$ cat config.mk
export PLATFORM = sky130hd
export DESIGN_NAME = fetch_frontend
export DESIGN_NICKNAME = d
export VERILOG_FILES = /design/src/logic/common.sv /design/src/logic/rv_isa.sv /design/src/logic/fetch_frontend.sv /design/src/logic/fetch_align.sv /design/src/logic/compressed.sv
export SDC_FILE = /design/constraint.sdc
export NUM_CORES = 1
export LEC_CHECK = 0
export BUFFER_PORTS_ARGS = -buffer_cell sky130_fd_sc_hd__buf_2
export CAP_MARGIN = 20
export CORE_ASPECT_RATIO = 0.9
export CORE_MARGIN = 2
export CORE_UTILIZATION = 32
export CTS_CLUSTER_SIZE = 10
export DETAILED_ROUTE_END_ITERATION = 8
export GPL_TIMING_DRIVEN = 0
export SLEW_MARGIN = 10
export SYNTH_ARGS = -nofsm -noshare
export SYNTH_HDL_FRONTEND = slang
export SYNTH_HIERARCHICAL = 1
export SYNTH_SLANG_ARGS = --single-unit
$ cat constraint.sdc
create_clock -name clk -period 4.09 [get_ports clk]
set_clock_uncertainty 0.05 [all_clocks]
set_input_delay 0.6135 -clock clk [delete_from_list [all_inputs] [get_ports clk]]
set_output_delay 0.6135 -clock clk [all_outputs]
set_load 0.02 [all_outputs]
$ cat src/logic/common.sv
package common;

    localparam int INSTRUCTION_WIDTH = 32;
    localparam int PARCEL_WIDTH      = 16;
    localparam int XLEN              = 32;
    localparam int BUF_HALFWORDS     = 3;    // Two buffered plus one spare for a split word

    typedef logic [INSTRUCTION_WIDTH-1:0] instr_t;
    typedef logic [PARCEL_WIDTH-1:0]      parcel_t;
    typedef logic [XLEN-1:0]              addr_t;
    typedef logic [1:0]                   hw_count_t;    // Halfwords held in the aligner

    localparam addr_t RESET_PC = 32'h0000_0000;

endpackage
$ cat src/logic/rv_isa.sv
package rv_isa;

    // RV32I major opcodes
    localparam logic [6:0] OP_LOAD  = 7'b0000011;
    localparam logic [6:0] OP_STORE = 7'b0100011;
    localparam logic [6:0] OP_IMM   = 7'b0010011;
    localparam logic [6:0] OP_REG   = 7'b0110011;
    localparam logic [6:0] OP_LUI   = 7'b0110111;

    localparam logic [2:0] F3_ADD = 3'b000;    // Also SUB and ADDI
    localparam logic [2:0] F3_SLL = 3'b001;
    localparam logic [2:0] F3_SR  = 3'b101;    // SRL and SRA
    localparam logic [2:0] F3_XOR = 3'b100;
    localparam logic [2:0] F3_OR  = 3'b110;
    localparam logic [2:0] F3_AND = 3'b111;
    localparam logic [2:0] F3_W   = 3'b010;    // Word load and store

    localparam logic [6:0] F7_ALT = 7'b0100000;

    // Low two bits of a parcel
    localparam logic [1:0] Q0     = 2'b00;
    localparam logic [1:0] Q1     = 2'b01;
    localparam logic [1:0] Q2     = 2'b10;
    localparam logic [1:0] Q_FULL = 2'b11;

    localparam logic [2:0] C_LW       = 3'b010;    // Quadrant 0
    localparam logic [2:0] C_SW       = 3'b110;
    localparam logic [2:0] C_ADDI     = 3'b000;    // Quadrant 1
    localparam logic [2:0] C_LI       = 3'b010;
    localparam logic [2:0] C_LUI      = 3'b011;
    localparam logic [2:0] C_MISC_ALU = 3'b100;
    localparam logic [2:0] C_SLLI     = 3'b000;    // Quadrant 2
    localparam logic [2:0] C_CR       = 3'b100;    // MV, ADD and the jumps

    localparam common::instr_t ILLEGAL_INSTR = '0;

endpackage

$ cat src/logic/fetch_frontend.sv
module fetch_frontend (
    input  logic           clk,
    input  logic           rst,
    input  common::instr_t mem_word,
    input  logic           mem_valid,
    input  logic           redirect,
    input  common::addr_t  target,
    output logic           fetch_hold,
    output logic           instr_valid,
    output common::instr_t instr,
    output common::addr_t  instr_pc,
    output logic           is_compressed
);

    common::instr_t parcel_window;    // Registered slot from the aligner

    fetch_align u_align (
        .clk        (clk),
        .rst        (rst),
        .mem_word   (mem_word),
        .mem_valid  (mem_valid),
        .redirect   (redirect),
        .target     (target),
        .fetch_hold (fetch_hold),
        .out_valid  (instr_valid),
        .out_window (parcel_window),
        .out_pc     (instr_pc)
    );

    compressed u_expand (
        .mem_instruction (parcel_window),
        .is_compressed   (is_compressed),
        .instruction     (instr)
    );

endmodule

$ cat src/logic/fetch_align.sv
module fetch_align (
    input  logic           clk,
    input  logic           rst,
    input  common::instr_t mem_word,
    input  logic           mem_valid,
    input  logic           redirect,
    input  common::addr_t  target,
    output logic           fetch_hold,
    output logic           out_valid,
    output common::instr_t out_window,
    output common::addr_t  out_pc
);

    common::parcel_t [common::BUF_HALFWORDS-1:0] buf_q;      // Entry 0 is the oldest halfword
    common::parcel_t [common::BUF_HALFWORDS-1:0] buf_d;
    common::parcel_t [common::BUF_HALFWORDS-1:0] shifted;
    common::parcel_t   word_lo;
    common::parcel_t   word_hi;
    common::hw_count_t count_q;
    common::hw_count_t pop_hw;
    common::hw_count_t remain;
    common::hw_count_t push_hw;
    common::addr_t     buf_pc_q;                              // PC of entry 0
    logic              skip_q;
    logic              lo_full;
    logic              pop;
    logic              accept;

    assign word_lo = mem_word[common::PARCEL_WIDTH-1:0];
    assign word_hi = mem_word[common::INSTRUCTION_WIDTH-1:common::PARCEL_WIDTH];

    assign lo_full = (buf_q[0][1:0] == 2'b11);                // Head needs two halfwords
    assign pop     = (count_q >= 2'd2) || (count_q == 2'd1 && !lo_full);
    assign pop_hw  = !pop ? 2'd0 : (lo_full ? 2'd2 : 2'd1);
    assign remain  = count_q - pop_hw;

    assign fetch_hold = (remain >= 2'd2);
    assign accept     = mem_valid && !fetch_hold && !redirect;
    assign push_hw    = !accept ? 2'd0 : (skip_q ? 2'd1 : 2'd2);

    assign shifted = buf_q >> (pop_hw * common::PARCEL_WIDTH);

    // New halfwords land right behind what survives the pop
    always_comb
    begin
        buf_d = shifted;
        if (push_hw == 2'd2)
        begin
            buf_d[remain]        = word_lo;
            buf_d[remain + 1'b1] = word_hi;
        end
        else if (push_hw == 2'd1)
        begin
            buf_d[remain] = word_hi;                           // Low half lies before the target
        end
    end

    always_ff @(posedge clk)
    begin
        if (rst)
        begin
            count_q   <= '0;
            buf_pc_q  <= common::RESET_PC;
            skip_q    <= common::RESET_PC[1];
            out_valid <= 1'b0;
        end
        else if (redirect)
        begin
            count_q   <= '0;                                   // Flush buffered parcels
            buf_pc_q  <= target;
            skip_q    <= target[1];
            out_valid <= 1'b0;
        end
        else
        begin
            count_q   <= remain + push_hw;
            out_valid <= pop;
            if (pop)
            begin
                buf_pc_q <= buf_pc_q + (lo_full ? common::addr_t'(4) : common::addr_t'(2));
            end
            if (accept)
            begin
                skip_q <= 1'b0;
            end
        end
    end

    always_ff @(posedge clk)
    begin
        buf_q <= buf_d;
        if (pop)
        begin
            out_window <= buf_q[1:0];                          // Parcel plus the next halfword
            out_pc     <= buf_pc_q;
        end
    end

    a_no_word_on_hold: assert property (@(posedge clk) disable iff (rst)
        !(mem_valid && fetch_hold))
        else $error("fetch_align: word strobed while fetch_hold is high");

    // Next fill level before it is cut to the count width
    a_count_bound: assert property (@(posedge clk) disable iff (rst)
        ({1'b0, remain} + {1'b0, push_hw}) <= common::BUF_HALFWORDS)
        else $error("fetch_align: buffer overflow, %0d halfwords",
                    {1'b0, remain} + {1'b0, push_hw});

    a_pc_even: assert property (@(posedge clk) disable iff (rst)
        out_valid |-> !out_pc[0])
        else $error("fetch_align: odd out_pc %h", out_pc);

endmodule

$ cat src/logic/compressed.sv
module compressed (
    input  common::instr_t mem_instruction,
    output logic           is_compressed,
    output common::instr_t instruction
);

    common::parcel_t c;
    logic [2:0]      funct3;
    logic [4:0]      rd;             // Full register fields of CR and CI forms
    logic [4:0]      rs2;
    logic [4:0]      reg_hi_p;       // Bits 9:7 mapped to x8..x15
    logic [4:0]      reg_lo_p;       // Bits 4:2 mapped to x8..x15
    logic [11:0]     imm6_sext;
    logic [19:0]     lui_imm;
    logic [11:0]     word_offset;
    logic [5:0]      shamt;

    assign c           = mem_instruction[common::PARCEL_WIDTH-1:0];
    assign funct3      = c[15:13];
    assign rd          = c[11:7];
    assign rs2         = c[6:2];
    assign reg_hi_p    = {2'b01, c[9:7]};
    assign reg_lo_p    = {2'b01, c[4:2]};
    assign imm6_sext   = {{6{c[12]}}, c[12], c[6:2]};
    assign lui_imm     = {{14{c[12]}}, c[12], c[6:2]};
    assign word_offset = {5'b0, c[5], c[12:10], c[6], 2'b00};    // Zero-extended, scaled by 4
    assign shamt       = {c[12], c[6:2]};

    assign is_compressed = (mem_instruction[1:0] != rv_isa::Q_FULL);

    always_comb
    begin
        instruction = rv_isa::ILLEGAL_INSTR;
        case (mem_instruction[1:0])
            rv_isa::Q0:
            begin
                case (funct3)
                    rv_isa::C_LW:    // rd' sits in bits 4:2
                        instruction = {word_offset, reg_hi_p, rv_isa::F3_W, reg_lo_p,
                                       rv_isa::OP_LOAD};
                    rv_isa::C_SW:
                        instruction = {word_offset[11:5], reg_lo_p, reg_hi_p, rv_isa::F3_W,
                                       word_offset[4:0], rv_isa::OP_STORE};
                    default:
                        instruction = rv_isa::ILLEGAL_INSTR;
                endcase
            end
            rv_isa::Q1:
            begin
                case (funct3)
                    rv_isa::C_ADDI:
                        instruction = {imm6_sext, rd, rv_isa::F3_ADD, rd, rv_isa::OP_IMM};
                    rv_isa::C_LI:
                        instruction = {imm6_sext, 5'd0, rv_isa::F3_ADD, rd, rv_isa::OP_IMM};
                    rv_isa::C_LUI:
                    begin
                        if (rd != 5'd2 && lui_imm != '0)    // rd = x2 is C.ADDI16SP
                            instruction = {lui_imm, rd, rv_isa::OP_LUI};
                    end
                    rv_isa::C_MISC_ALU:
                    begin
                        case (c[11:10])
                            2'b00:
                            begin
                                if (!shamt[5])    // shamt[5] set is not RV32
                                    instruction = {7'b0, shamt[4:0], reg_hi_p, rv_isa::F3_SR,
                                                   reg_hi_p, rv_isa::OP_IMM};
                            end
                            2'b01:
                            begin
                                if (!shamt[5])
                                    instruction = {rv_isa::F7_ALT, shamt[4:0], reg_hi_p,
                                                   rv_isa::F3_SR, reg_hi_p, rv_isa::OP_IMM};
                            end
                            2'b10:
                                instruction = {imm6_sext, reg_hi_p, rv_isa::F3_AND, reg_hi_p,
                                               rv_isa::OP_IMM};
                            default:
                            begin
                                if (!c[12])    // SUBW and ADDW are RV64 only
                                begin
                                    case (c[6:5])
                                        2'b00:
                                            instruction = {rv_isa::F7_ALT, reg_lo_p, reg_hi_p,
                                                           rv_isa::F3_ADD, reg_hi_p,
                                                           rv_isa::OP_REG};
                                        2'b01:
                                            instruction = {7'b0, reg_lo_p, reg_hi_p,
                                                           rv_isa::F3_XOR, reg_hi_p,
                                                           rv_isa::OP_REG};
                                        2'b10:
                                            instruction = {7'b0, reg_lo_p, reg_hi_p,
                                                           rv_isa::F3_OR, reg_hi_p,
                                                           rv_isa::OP_REG};
                                        default:
                                            instruction = {7'b0, reg_lo_p, reg_hi_p,
                                                           rv_isa::F3_AND, reg_hi_p,
                                                           rv_isa::OP_REG};
                                    endcase
                                end
                            end
                        endcase
                    end
                    default:
                        instruction = rv_isa::ILLEGAL_INSTR;
                endcase
            end
            rv_isa::Q2:
            begin
                case (funct3)
                    rv_isa::C_SLLI:
                    begin
                        if (!shamt[5])
                            instruction = {7'b0, shamt[4:0], rd, rv_isa::F3_SLL, rd,
                                           rv_isa::OP_IMM};
                    end
                    rv_isa::C_CR:
                    begin
                        if (rs2 != 5'd0 && c[12])    // C.ADD
                            instruction = {7'b0, rs2, rd, rv_isa::F3_ADD, rd, rv_isa::OP_REG};
                        else if (rs2 != 5'd0)        // C.MV, add from x0
                            instruction = {7'b0, rs2, 5'd0, rv_isa::F3_ADD, rd, rv_isa::OP_REG};
                    end
                    default:
                        instruction = rv_isa::ILLEGAL_INSTR;
                endcase
            end
            default:
                instruction = mem_instruction;
        endcase
    end

endmodule

* Word level (Yosys, flattened, before mapping) *
Cells that the tools add are included.

storage, ports and cells
  output and inout port bits = 67
  bits of input ports = 68
  register bits after elaboration = 148

operators by class
  multiplexer cells = 31
  add/subtract/negate cells = 4
  shift operators = 1
  equal/unequal tests = 16
  reduce and logical (&&, ||, !) cells = 20
  order comparisons = 6

operator list
  operator                                                     count
  case mux 32 bit (3 select lines)                             2
  2-to-1 mux 32 bit                                            5
  bitwise mux 48 bit                                           3
  case mux 32 bit (4 select lines)                             1
  2-to-1 mux 48 bit                                            2
  case mux 31 bit (3 select lines)                             1
  2-to-1 mux 25 bit                                            3
  demux 16 bit (select 2 bit)                                  2
  case mux 32 bit (2 select lines)                             1
  case mux 27 bit (2 select lines)                             1
  >> shifter 48 x 6 -> 48 bit                                  1
  adder 32 bit                                                 1
  2-to-1 mux 16 bit                                            2
  2-to-1 mux 31 bit                                            1
  nonzero test 20 bit                                          1
  == test 2 x 1 -> 1 bit (second input constant)               5
  == test 2 bit (second input constant)                        5
  2-to-1 mux 2 bit                                             4
  logical AND 1 bit                                            7
  == test 3 x 2 -> 1 bit (second input constant)               2
  == test 3 bit (second input constant)                        2
  logical NOT 2 bit                                            3
  less-than comparator 2 x 3 -> 1 bit (second input constant)  2
  != test 5 x 2 -> 1 bit (second input constant)               1
  other kinds (14)                                             20

* Depth between registers and ports, before layout *
Gate-level depths: netlist (run 1).

  depth in word-level cells = 14
  gate-level depth with buffers = 12
  depth with buffers taken out = 9

* Cells and area by module *
Netlist (run 1), hierarchy kept.

by module, submodules not included
  module       times used  area an instance (sq um)  cells an instance
  fetch_align  1           7080.5                    676
  compressed   1           993.5                     162

* Least setup slack after synthesis (run 1) *
No wires, ideal clock.

  kind = register to register
  start point = register u_align/buf_q[1] in the netlist's numbering
  end point = register u_align.buf_pc_q[13]
  setup slack = 1.118 ns
  cell stages (with the launch flop) = 13
  path buffers = 3
  library setup time = 0.091 ns
  arrival time = 2.831 ns
  data required time = 3.949 ns
  cells stage by stage = dfxtp_1 buf_2 and2_1 inv_2 buf_2 ha_1 inv_1 fa_1 and4b_1 clkbuf_1 o2111ai_1 or3_1 a311oi_1

between the ends
  word-level cells in the longest chain between the ends = 5

ends and longest elaborated chain
  what                                                     RTL line                              text
  start: declaration                                       fetch_align.sv:14                     common::parcel_t [common::BUF_HALFWORDS-1:0] buf_q;
  start signal: assignment                                 fetch_align.sv:91                     buf_q <= buf_d;
  == test 2 bit (*)                                        fetch_align.sv:32                     assign lo_full = (buf_q[0][1:0] == 2'b11);
  2-to-1 mux 3 bit or logical NOT 1 bit (tied branches)    fetch_align.sv:80, fetch_align.sv:33
  adder 32 bit or logical AND 1 bit (tied branches)        fetch_align.sv:80, fetch_align.sv:33
  2-to-1 mux 32 bit or logical OR 1 bit (tied branches)    fetch_align.sv:78, fetch_align.sv:33
  2-to-1 mux 32 bit or nonzero test 2 bit (tied branches)  n/a
  end signal: assignment                                   fetch_align.sv:63                     buf_pc_q <= common::RESET_PC;
  end signal: assignment                                   fetch_align.sv:70                     buf_pc_q <= target;
  end signal: assignment                                   fetch_align.sv:80                     buf_pc_q <= buf_pc_q + (lo_full ? common::addr_t'(4) : common::addr_t'(2));
  end: declaration                                         fetch_align.sv:23                     common::addr_t buf_pc_q;

Mark *: on every way between the ends. The rest lies on a longest branch, timed or not. The select of a mux whose other input is x is not followed.
A chain may end at the register's enable or synchronous reset.

==> summary.md, run 1 <==
| Metric | Value |
|---|---|
| Initial antenna violation count | 0 |
| Vias per cell | 5.553 |
| Register area share after synthesis | 44.63% |
| Layout cells sized above 1 | 22.71% |
| Max Fanout on Critical Path | 10 |
| Synth top area share | 23.80% |
| Core box area | 24980 um2 |
| Ant diodes | 0 |
| Die Y | 154.7 um |
| Most frequent cell after synthesis | dfxtp_1 |
| Synth Flop Type | dfxtp_1 |
| CP required | 4.33 ns |
| Vias post-DR | 7474 |
| Min cycle time layout | 3.744 ns |
| Leakage | 3.814 nW |
| Clock Latency Late Sink | 0.43 ns |
| RePlAce Congestion | 0.9095 |
| Clock Tree Root | clkbuf_16 |
| Global-route wire length before repair | 39.97 mm |
| Row count | 55 |
| Port Buf Inserts | 134 |
| FFs w/ async S/R, synth | 0% |
| RSZ-0062 raised after global routing | no |
| Hold WC Path Type | reg -> reg |
| Post-synth EDFFs | 64 |
| DRT Wirelength | 25.41 mm |
| DRC violations left | 0 |
| Worst EP arrival | 3.98 ns |
| Num CTS Buffers | 17 |
| Max Root-Sink Buffers | 2 |
| Worst slew pin tran | 0.9661 ns |
| Largest net degree at the start of global routing | 57 |
| Yosys top cell by area | edfxtp_1 |
| Top cells by count, synth | 84 x dfxtp_1, 69 x nor2_1, 64 x edfxtp_1 |
| CP Launch Type | flip-flop |
| DR WL/cell | 18.88 um |
| Slew Limit Headroom | 35.36% |
| Synth Area per Inst | 9.635 um2 |
| Final Net Count | 1064 |
| Synthesized cell area | 8074 um2 |
| Number of distinct library cells after synthesis | 77 |
| Htree depth | 4 |
| Total grt overflow | 0 |
| Yosys reg bits | 148 |
| Status | completed |
| Sink Count | 148 |
| Peak supply drop | 0.2980 mV |
| Die area | 26520 um2 |
| Clock slew at reported path FFs | 0.06 ns |
| Cells after Synth | 838 |
| Total GRT Usage | 19.20% |
| Syn nets | 911 |
| Initial DRC Count | 955 |
| Total Neg Setup Slack | 0 ns |
| Endpoints failing setup | 0 |
| Tot Pwr | 5.374 mW |
| Initial Utilization | 32.32% |
| Max Freq | 0.2671 GHz |
| Fillers | 2484 |
| Period utilization | 91.54% |
| MaxCap Viol Count | 0 |
| Final ANT Viol Nets | 0 |
| Post-CTS Resized | 0 |
| YS warnings | 6 |
| Critical path class | reg -> reg |
| CTS tree | done |
| Initial DRT Pass Iterations | 6 |
| Area growth, synth to finish | 21.42% |
| Ports | 135 |
| Final Max Slew Viols | 0 |
| Largest cells by area after synthesis | edfxtp_1 24%, dfxtp_1 21%, mux2_2 3.2%, nor2_1 3.2%, nand2_1 2.4% |
| Pwr dens | 548.2 nW/um2 |
| Vias in the first global route | 7262 |
| Crit path capture type | flip-flop |
| Hpwl dp | 18.88 mm |
| Final hold violation count | 0 |
| Worst hold margin | 0.3751 ns |
| Die width | 171.4 um |
[cells in the final DEF (no fill, tap or decap), types with 10 or more instances in the layout]
cell and count:
a32o_1 12, clkbuf_1 43, nand2b_1 25, o211ai_1 23
nor2b_1 13, buf_2 151, o221ai_1 17, or4_1 10
o31ai_1 24, mux2i_1 18, a21oi_1 37, inv_1 28
a22oi_1 16, a211oi_1 13, clkbuf_16 17, nor2_1 69
nand3_1 17, o311ai_1 10, edfxtp_1 64, nand2_1 52
dfxtp_1 84, a311oi_1 11, o21ai_0 20, a31oi_1 20
nor3_1 10, mux2_2 23
[worst paths after layout]
kind,from,end,slack [ns],cells past startpoint
min reg2reg,u_align/buf_q[1]$_DFF_P_,u_align/out_window[1]$_DFFE_PP_,0.38,0
min,u_align/buf_q[1]$_DFF_P_,u_align/out_window[1]$_DFFE_PP_,0.38,0
max,u_align/count_q[1]$_SDFF_PP0_,u_align/buf_q[13]$_DFF_P_,0.35,10
max reg2reg,u_align/count_q[1]$_SDFF_PP0_,u_align/buf_q[13]$_DFF_P_,0.35,10
[final cells by class]
cell class	count	area [um2]	area share (%)
plain buffers	69	299.0	3.050
clock buffers	17	425.4	4.340
clock inverters	15	178.9	1.825
inverters	33	126.4	1.289
multi-input cells	587	4044	41.25
flip-flops and latches	148	3603	36.76
well taps	342	427.9	4.365
repair buffers	135	698.2	7.122
[timing repair]
action | CTS | global route
hold buffers | 0 | 0
setup endpoints to repair | 0 | 1
hold endpoints to repair | 0 | 0
setup buffers | 0 | 0
[critical path, stage by stage (launching register included)]
cell and delay [ns]:
dfxtp_1 0.32, buf_2 0.25, a2bb2oi_2 0.44, clkbuf_1 0.46
ha_1 0.43, nand2b_1 0.11, clkbuf_1 0.36, buf_1 0.57
mux2_2 0.44, nor2_1 0.11, a31oi_1 0.05
[cell families (layout without fill, tap and decap cells)]
group | Yosys count | after routing | share of synthesized area, %
AOI/OAI and AO/OA | 276 | 276 | 25.82
and+or+nand+nor | 256 | 256 | 16.89
buffers and inverters | 103 | 269 | 5.284
xor gates and xnor gates | 9 | 9 | 1.069
muxes | 41 | 41 | 5.439
adders and majority gates | 5 | 5 | 0.8678
DFF | 148 | 148 | 44.63
[layer usage]
metal | GRT usage [%] | part of all wire, % | wire (um)
met4 | 6.215 | 2.1 | 541
met1 | 27.03 | 45 | 11550
met3 | 3.838 | 7.7 | 1960
met5 | 0 | 0 | 0
met2 | 29.45 | 45 | 11350
[where the power goes]
part	internal [mW]	switching (mW)	total (mW)
Combinational	0.620	1.02	1.64
Clock	0.963	0.640	1.60
Sequential	1.88	0.250	2.13
Total	3.46	1.91	5.37
[sequential cells by signal (all words and copies together) (netlist names)]
name	count
u_align/buf_q	48
u_align/out_pc	32
u_align/count_q	2
u_align/out_window	32
u_align/skip_q	1
u_align/buf_pc_q	32
u_align/out_valid	1
[through the flow]
step / std cells / util, % / cell area (um2) / setup slack [ns]
after floorplan: 838 / - / 8074 / 1.118
after global placement: 1314 / 36.72 / 9173 / 0.3858
after detailed placement: 1315 / 36.84 / 9203 / 0.3931
after CTS: 1347 / 39.26 / 9807 / 0.02433
after global routing: 1346 / 39.24 / 9803 / 0.1529
final: 1346 / 39.24 / 9803 / 0.3461
No activity file was read; power rests on OpenSTA's default activity.
==> run 2, diff against run 1 <==
--- a/config.mk
+++ b/config.mk
@@ -6,13 +6,13 @@
 export NUM_CORES = 1
 export LEC_CHECK = 0
 export BUFFER_PORTS_ARGS = -buffer_cell sky130_fd_sc_hd__buf_2
-export CAP_MARGIN = 20
 export CORE_ASPECT_RATIO = 0.9
 export CORE_MARGIN = 2
 export CORE_UTILIZATION = 32
 export CTS_CLUSTER_SIZE = 10
 export DETAILED_ROUTE_END_ITERATION = 8
 export GPL_TIMING_DRIVEN = 0
+export PLACE_DENSITY_LB_ADDON = 0.1
 export SLEW_MARGIN = 10
 export SYNTH_ARGS = -nofsm -noshare
 export SYNTH_HDL_FRONTEND = slang
==> summary.md, run 2 (synthesis gave the netlist of run 1 again) <==
| Metric | Value |
|---|---|
| Status | completed (unchanged) |
| Total Neg Setup Slack | 0 ns (unchanged) |
| Post-CTS Setup Bufs | 0 (unchanged) |
| Max Root-Sink Buffers | 2 (unchanged) |
| Total grt overflow | 0 (unchanged) |
| Sink Count | 148 (unchanged) |
| Initial DRT Pass Iterations | 6 (unchanged) |
| Total GRT Usage | 19.73% (was 19.20%) |
| Ant diodes | 0 (unchanged) |
| Min cycle time layout | 3.786 ns (was 3.744 ns) |
| DRT Wirelength | 26.32 mm (was 25.41 mm) |
| DR WL/cell | 19.55 um (was 18.88 um) |
| Switching power | 2.002 mW (was 1.912 mW) |
| Final Net Count | 1064 (unchanged) |
| DRC violations left | 0 (unchanged) |
| Most frequent cells in the layout | 151 x buf_2, 84 x dfxtp_1, 69 x nor2_1 (unchanged) |
| Commonest non-fill, non-tap cell in the layout | buf_2 (unchanged) |
| Global Route met3 Usage | 3.608% (was 3.838%) |
| R2r setup slk | 0.30 ns (was 0.35 ns) |
| Clock Tree Root | clkbuf_16 (unchanged) |
| CP cell instances | buf_2, a2bb2oi_2, clkbuf_1, ha_1, nand2b_1, clkbuf_1, buf_1, mux2_2, nor2_1, a31oi_1 (unchanged) |
| Htree depth | 4 (unchanged) |
| Worst R2R Path Depth | 10 (unchanged) |
| Endpoints failing setup | 0 (unchanged) |
| Hold_buf cts | 0 (unchanged) |
| Largest register FFs | 48 (unchanged) |
| Hold depth | 3 (was 0) |
| Hold Crit Endpoint | u_align/buf_pc_q[0]$_SDFFE_PP0P_ (was u_align/out_window[1]$_DFFE_PP_) |
| Post-CTS Resized | 0 (unchanged) |
| Gr busiest metal | met1 (was met2) |
| Vias per cell | 5.391 (was 5.553) |
| Global-route wire length before repair | 40.10 mm (was 39.97 mm) |
| Final hold violation count | 0 (unchanged) |
| Pint | 3.312 mW (was 3.462 mW) |
| RePlAce Congestion | 0.8887 (was 0.9095) |
| Area post-placement | 9203 um2 (unchanged) |
| Initial DRC Count | 788 (was 955) |
| Slowest CP cell | buf_1 (unchanged) |
| Critical path class | reg -> reg (unchanged) |
| Hold WC Path Type | in -> reg (was reg -> reg) |
| Peak supply drop | 0.2297 mV (was 0.2980 mV) |
| Num CTS Buffers | 17 (unchanged) |
| Cell mode on critical path | clkbuf_1 (unchanged) |
| Met1 Use GR | 31.26% (was 27.03%) |
| Worst slew pin tran | 0.8218 ns (was 0.9661 ns) |
| Core box area | 24980 um2 (unchanged) |
| Final ANT Viol Nets | 0 (unchanged) |
| Leakage | 3.803 nW (was 3.814 nW) |
| Slew Limit Headroom | 45.07% (was 35.36%) |
| Initial antenna violation count | 0 (unchanged) |
| Die area | 26520 um2 (unchanged) |
| Final Cell Area | 9791 um2 (was 9803 um2) |
| Max Freq | 0.2641 GHz (was 0.2671 GHz) |
| Initial Utilization | 32.32% (unchanged) |
| Worst EP arrival | 4.01 ns (was 3.98 ns) |
| Hpwl dp | 19.80 mm (was 18.88 mm) |
| Sequential share of power | 40.2% (was 39.6%) |
| Post-layout util | 39.19% (was 39.24%) |
| Die Y | 154.7 um (unchanged) |
| Pwr dens | 542.8 nW/um2 (was 548.2 nW/um2) |
| Largest net degree at the start of global routing | 55 (was 57) |
| Port Buf Inserts | 134 (unchanged) |
| Final WS setup | 0.3036 ns (was 0.3461 ns) |
| Die width | 171.4 um (unchanged) |
| Crit path capture type | flip-flop (unchanged) |
| Final Max Slew Viols | 0 (unchanged) |
| Ports | 135 (unchanged) |
| Hold_sp | target[0] (was u_align/buf_q[1]$_DFF_P_) |
| Clock Latency Late Sink | 0.43 ns (about the same) |
| RSZ-0062 raised after global routing | no (unchanged) |
| GRT met2 Usage | 27.65% (was 29.45%) |
| CP required | 4.32 ns (was 4.33 ns) |
| Period utilization | 92.58% (was 91.54%) |
| Clock Power Share | 28.8% (was 29.8%) |
| Area growth, synth to finish | 21.26% (was 21.42%) |
| Clock slew at reported path FFs | 0.07 ns (was 0.06 ns) |
| Part of the power in combinational logic | 31.0% (was 30.5%) |
| Sw frac | 37.67% (was 35.57%) |
| Layout cells sized above 1 | 23.01% (was 22.71%) |
| Max Fanout on Critical Path | 10 (unchanged) |
| Worst R2R Start | u_align/count_q[1]$_SDFF_PP0_ (unchanged) |
| MaxCap Viol Count | 0 (unchanged) |
| Vias in the first global route | 6777 (was 7262) |
| Row count | 55 (unchanged) |
| Vias post-DR | 7256 (was 7474) |
| Most flops, register | u_align/buf_q (unchanged) |
| CP max stage delay | 0.59 ns (was 0.57 ns) |
| Setup WS pre-CTS | 0.3472 ns (was 0.3931 ns) |
| CTS tree | done (unchanged) |
| CP Launch Type | flip-flop (unchanged) |
| R2R Path End | u_align/buf_q[11]$_DFF_P_ (was u_align/buf_q[13]$_DFF_P_) |
[run 2: cell types whose count changed in the layout (fill, tap and decap cells not counted), sizes merged]
cell,previous run,this run
clkinvlp,1,2
clkinv,9,8
bufinv,3,0
inv,35,38
[run 2: worst max-delay path: cells and delay by family, from the launching register on]
kind / cells / cell delay (ns)
compound gates: 2 / 0.48
fa+ha+maj: 1 / 0.43
buf+inv: 4 / 1.68
flops: 1 / 0.32
mux: 1 / 0.44
simple gates: 2 / 0.22
[run 2: how the worst max path moves through the flow]
stage,end,start,depth (start not counted)
final,u_align/buf_q[11]$_DFF_P_,u_align/count_q[1]$_SDFF_PP0_,10
after global routing,u_align/buf_q[14]$_DFF_P_,u_align/count_q[1]$_SDFF_PP0_,10
after global placement,u_align/buf_pc_q[1]$_SDFFE_PP0N_,u_align/count_q[0]$_SDFF_PP0_,5
after floorplan,u_align/buf_pc_q[13]$_SDFFE_PP0N_,u_align/buf_q[1]$_DFF_P_,12
after CTS,u_align/buf_q[11]$_DFF_P_,u_align/count_q[1]$_SDFF_PP0_,10
after detailed placement,u_align/buf_q[11]$_DFF_P_,u_align/count_q[1]$_SDFF_PP0_,10
[run 2: area by class of cell]
class                           instances  area (um2)
Fill cell                            2590       15190
Multi-Input combinational cell        587        4044
Sequential cell                       148        3603
Timing Repair Buffer                  135       698.2
Tap cell                              342       427.9
Clock buffer                           17       425.4
Buffer                                 69       299.0
Clock inverter                         15       166.4
Inverter                               33       126.4
[run 2: per-stage QoR]
stage,hold WS (ns),total power [mW],cells
after floorplan,0.3529,3.222,838
after global placement,0.3626,3.798,1314
after detailed placement,0.3736,3.802,1315
after CTS,0.3575,5.340,1346
after global routing,0.3872,5.616,1346
final,0.3757,5.314,1346
[run 2: power groups by stage]
stage | registers (mW) | logic (mW) | clock network (mW)
6_report | 2.14 | 1.65 | 1.53
4_1_cts | 2.13 | 1.64 | 1.57
2_1_floorplan | 2.09 | 1.13 | 0
3_5_place_dp | 2.16 | 1.64 | 0
5_1_grt | 2.17 | 1.81 | 1.63
3_3_place_gp | 2.17 | 1.63 | 0
[run 2: metal layers]
layer  up-vias  wire length (um)
met5         -                 0
met3         9              1532
met4         0               114
met1      3454             13830
li1       3558                 -
met2       235             10840
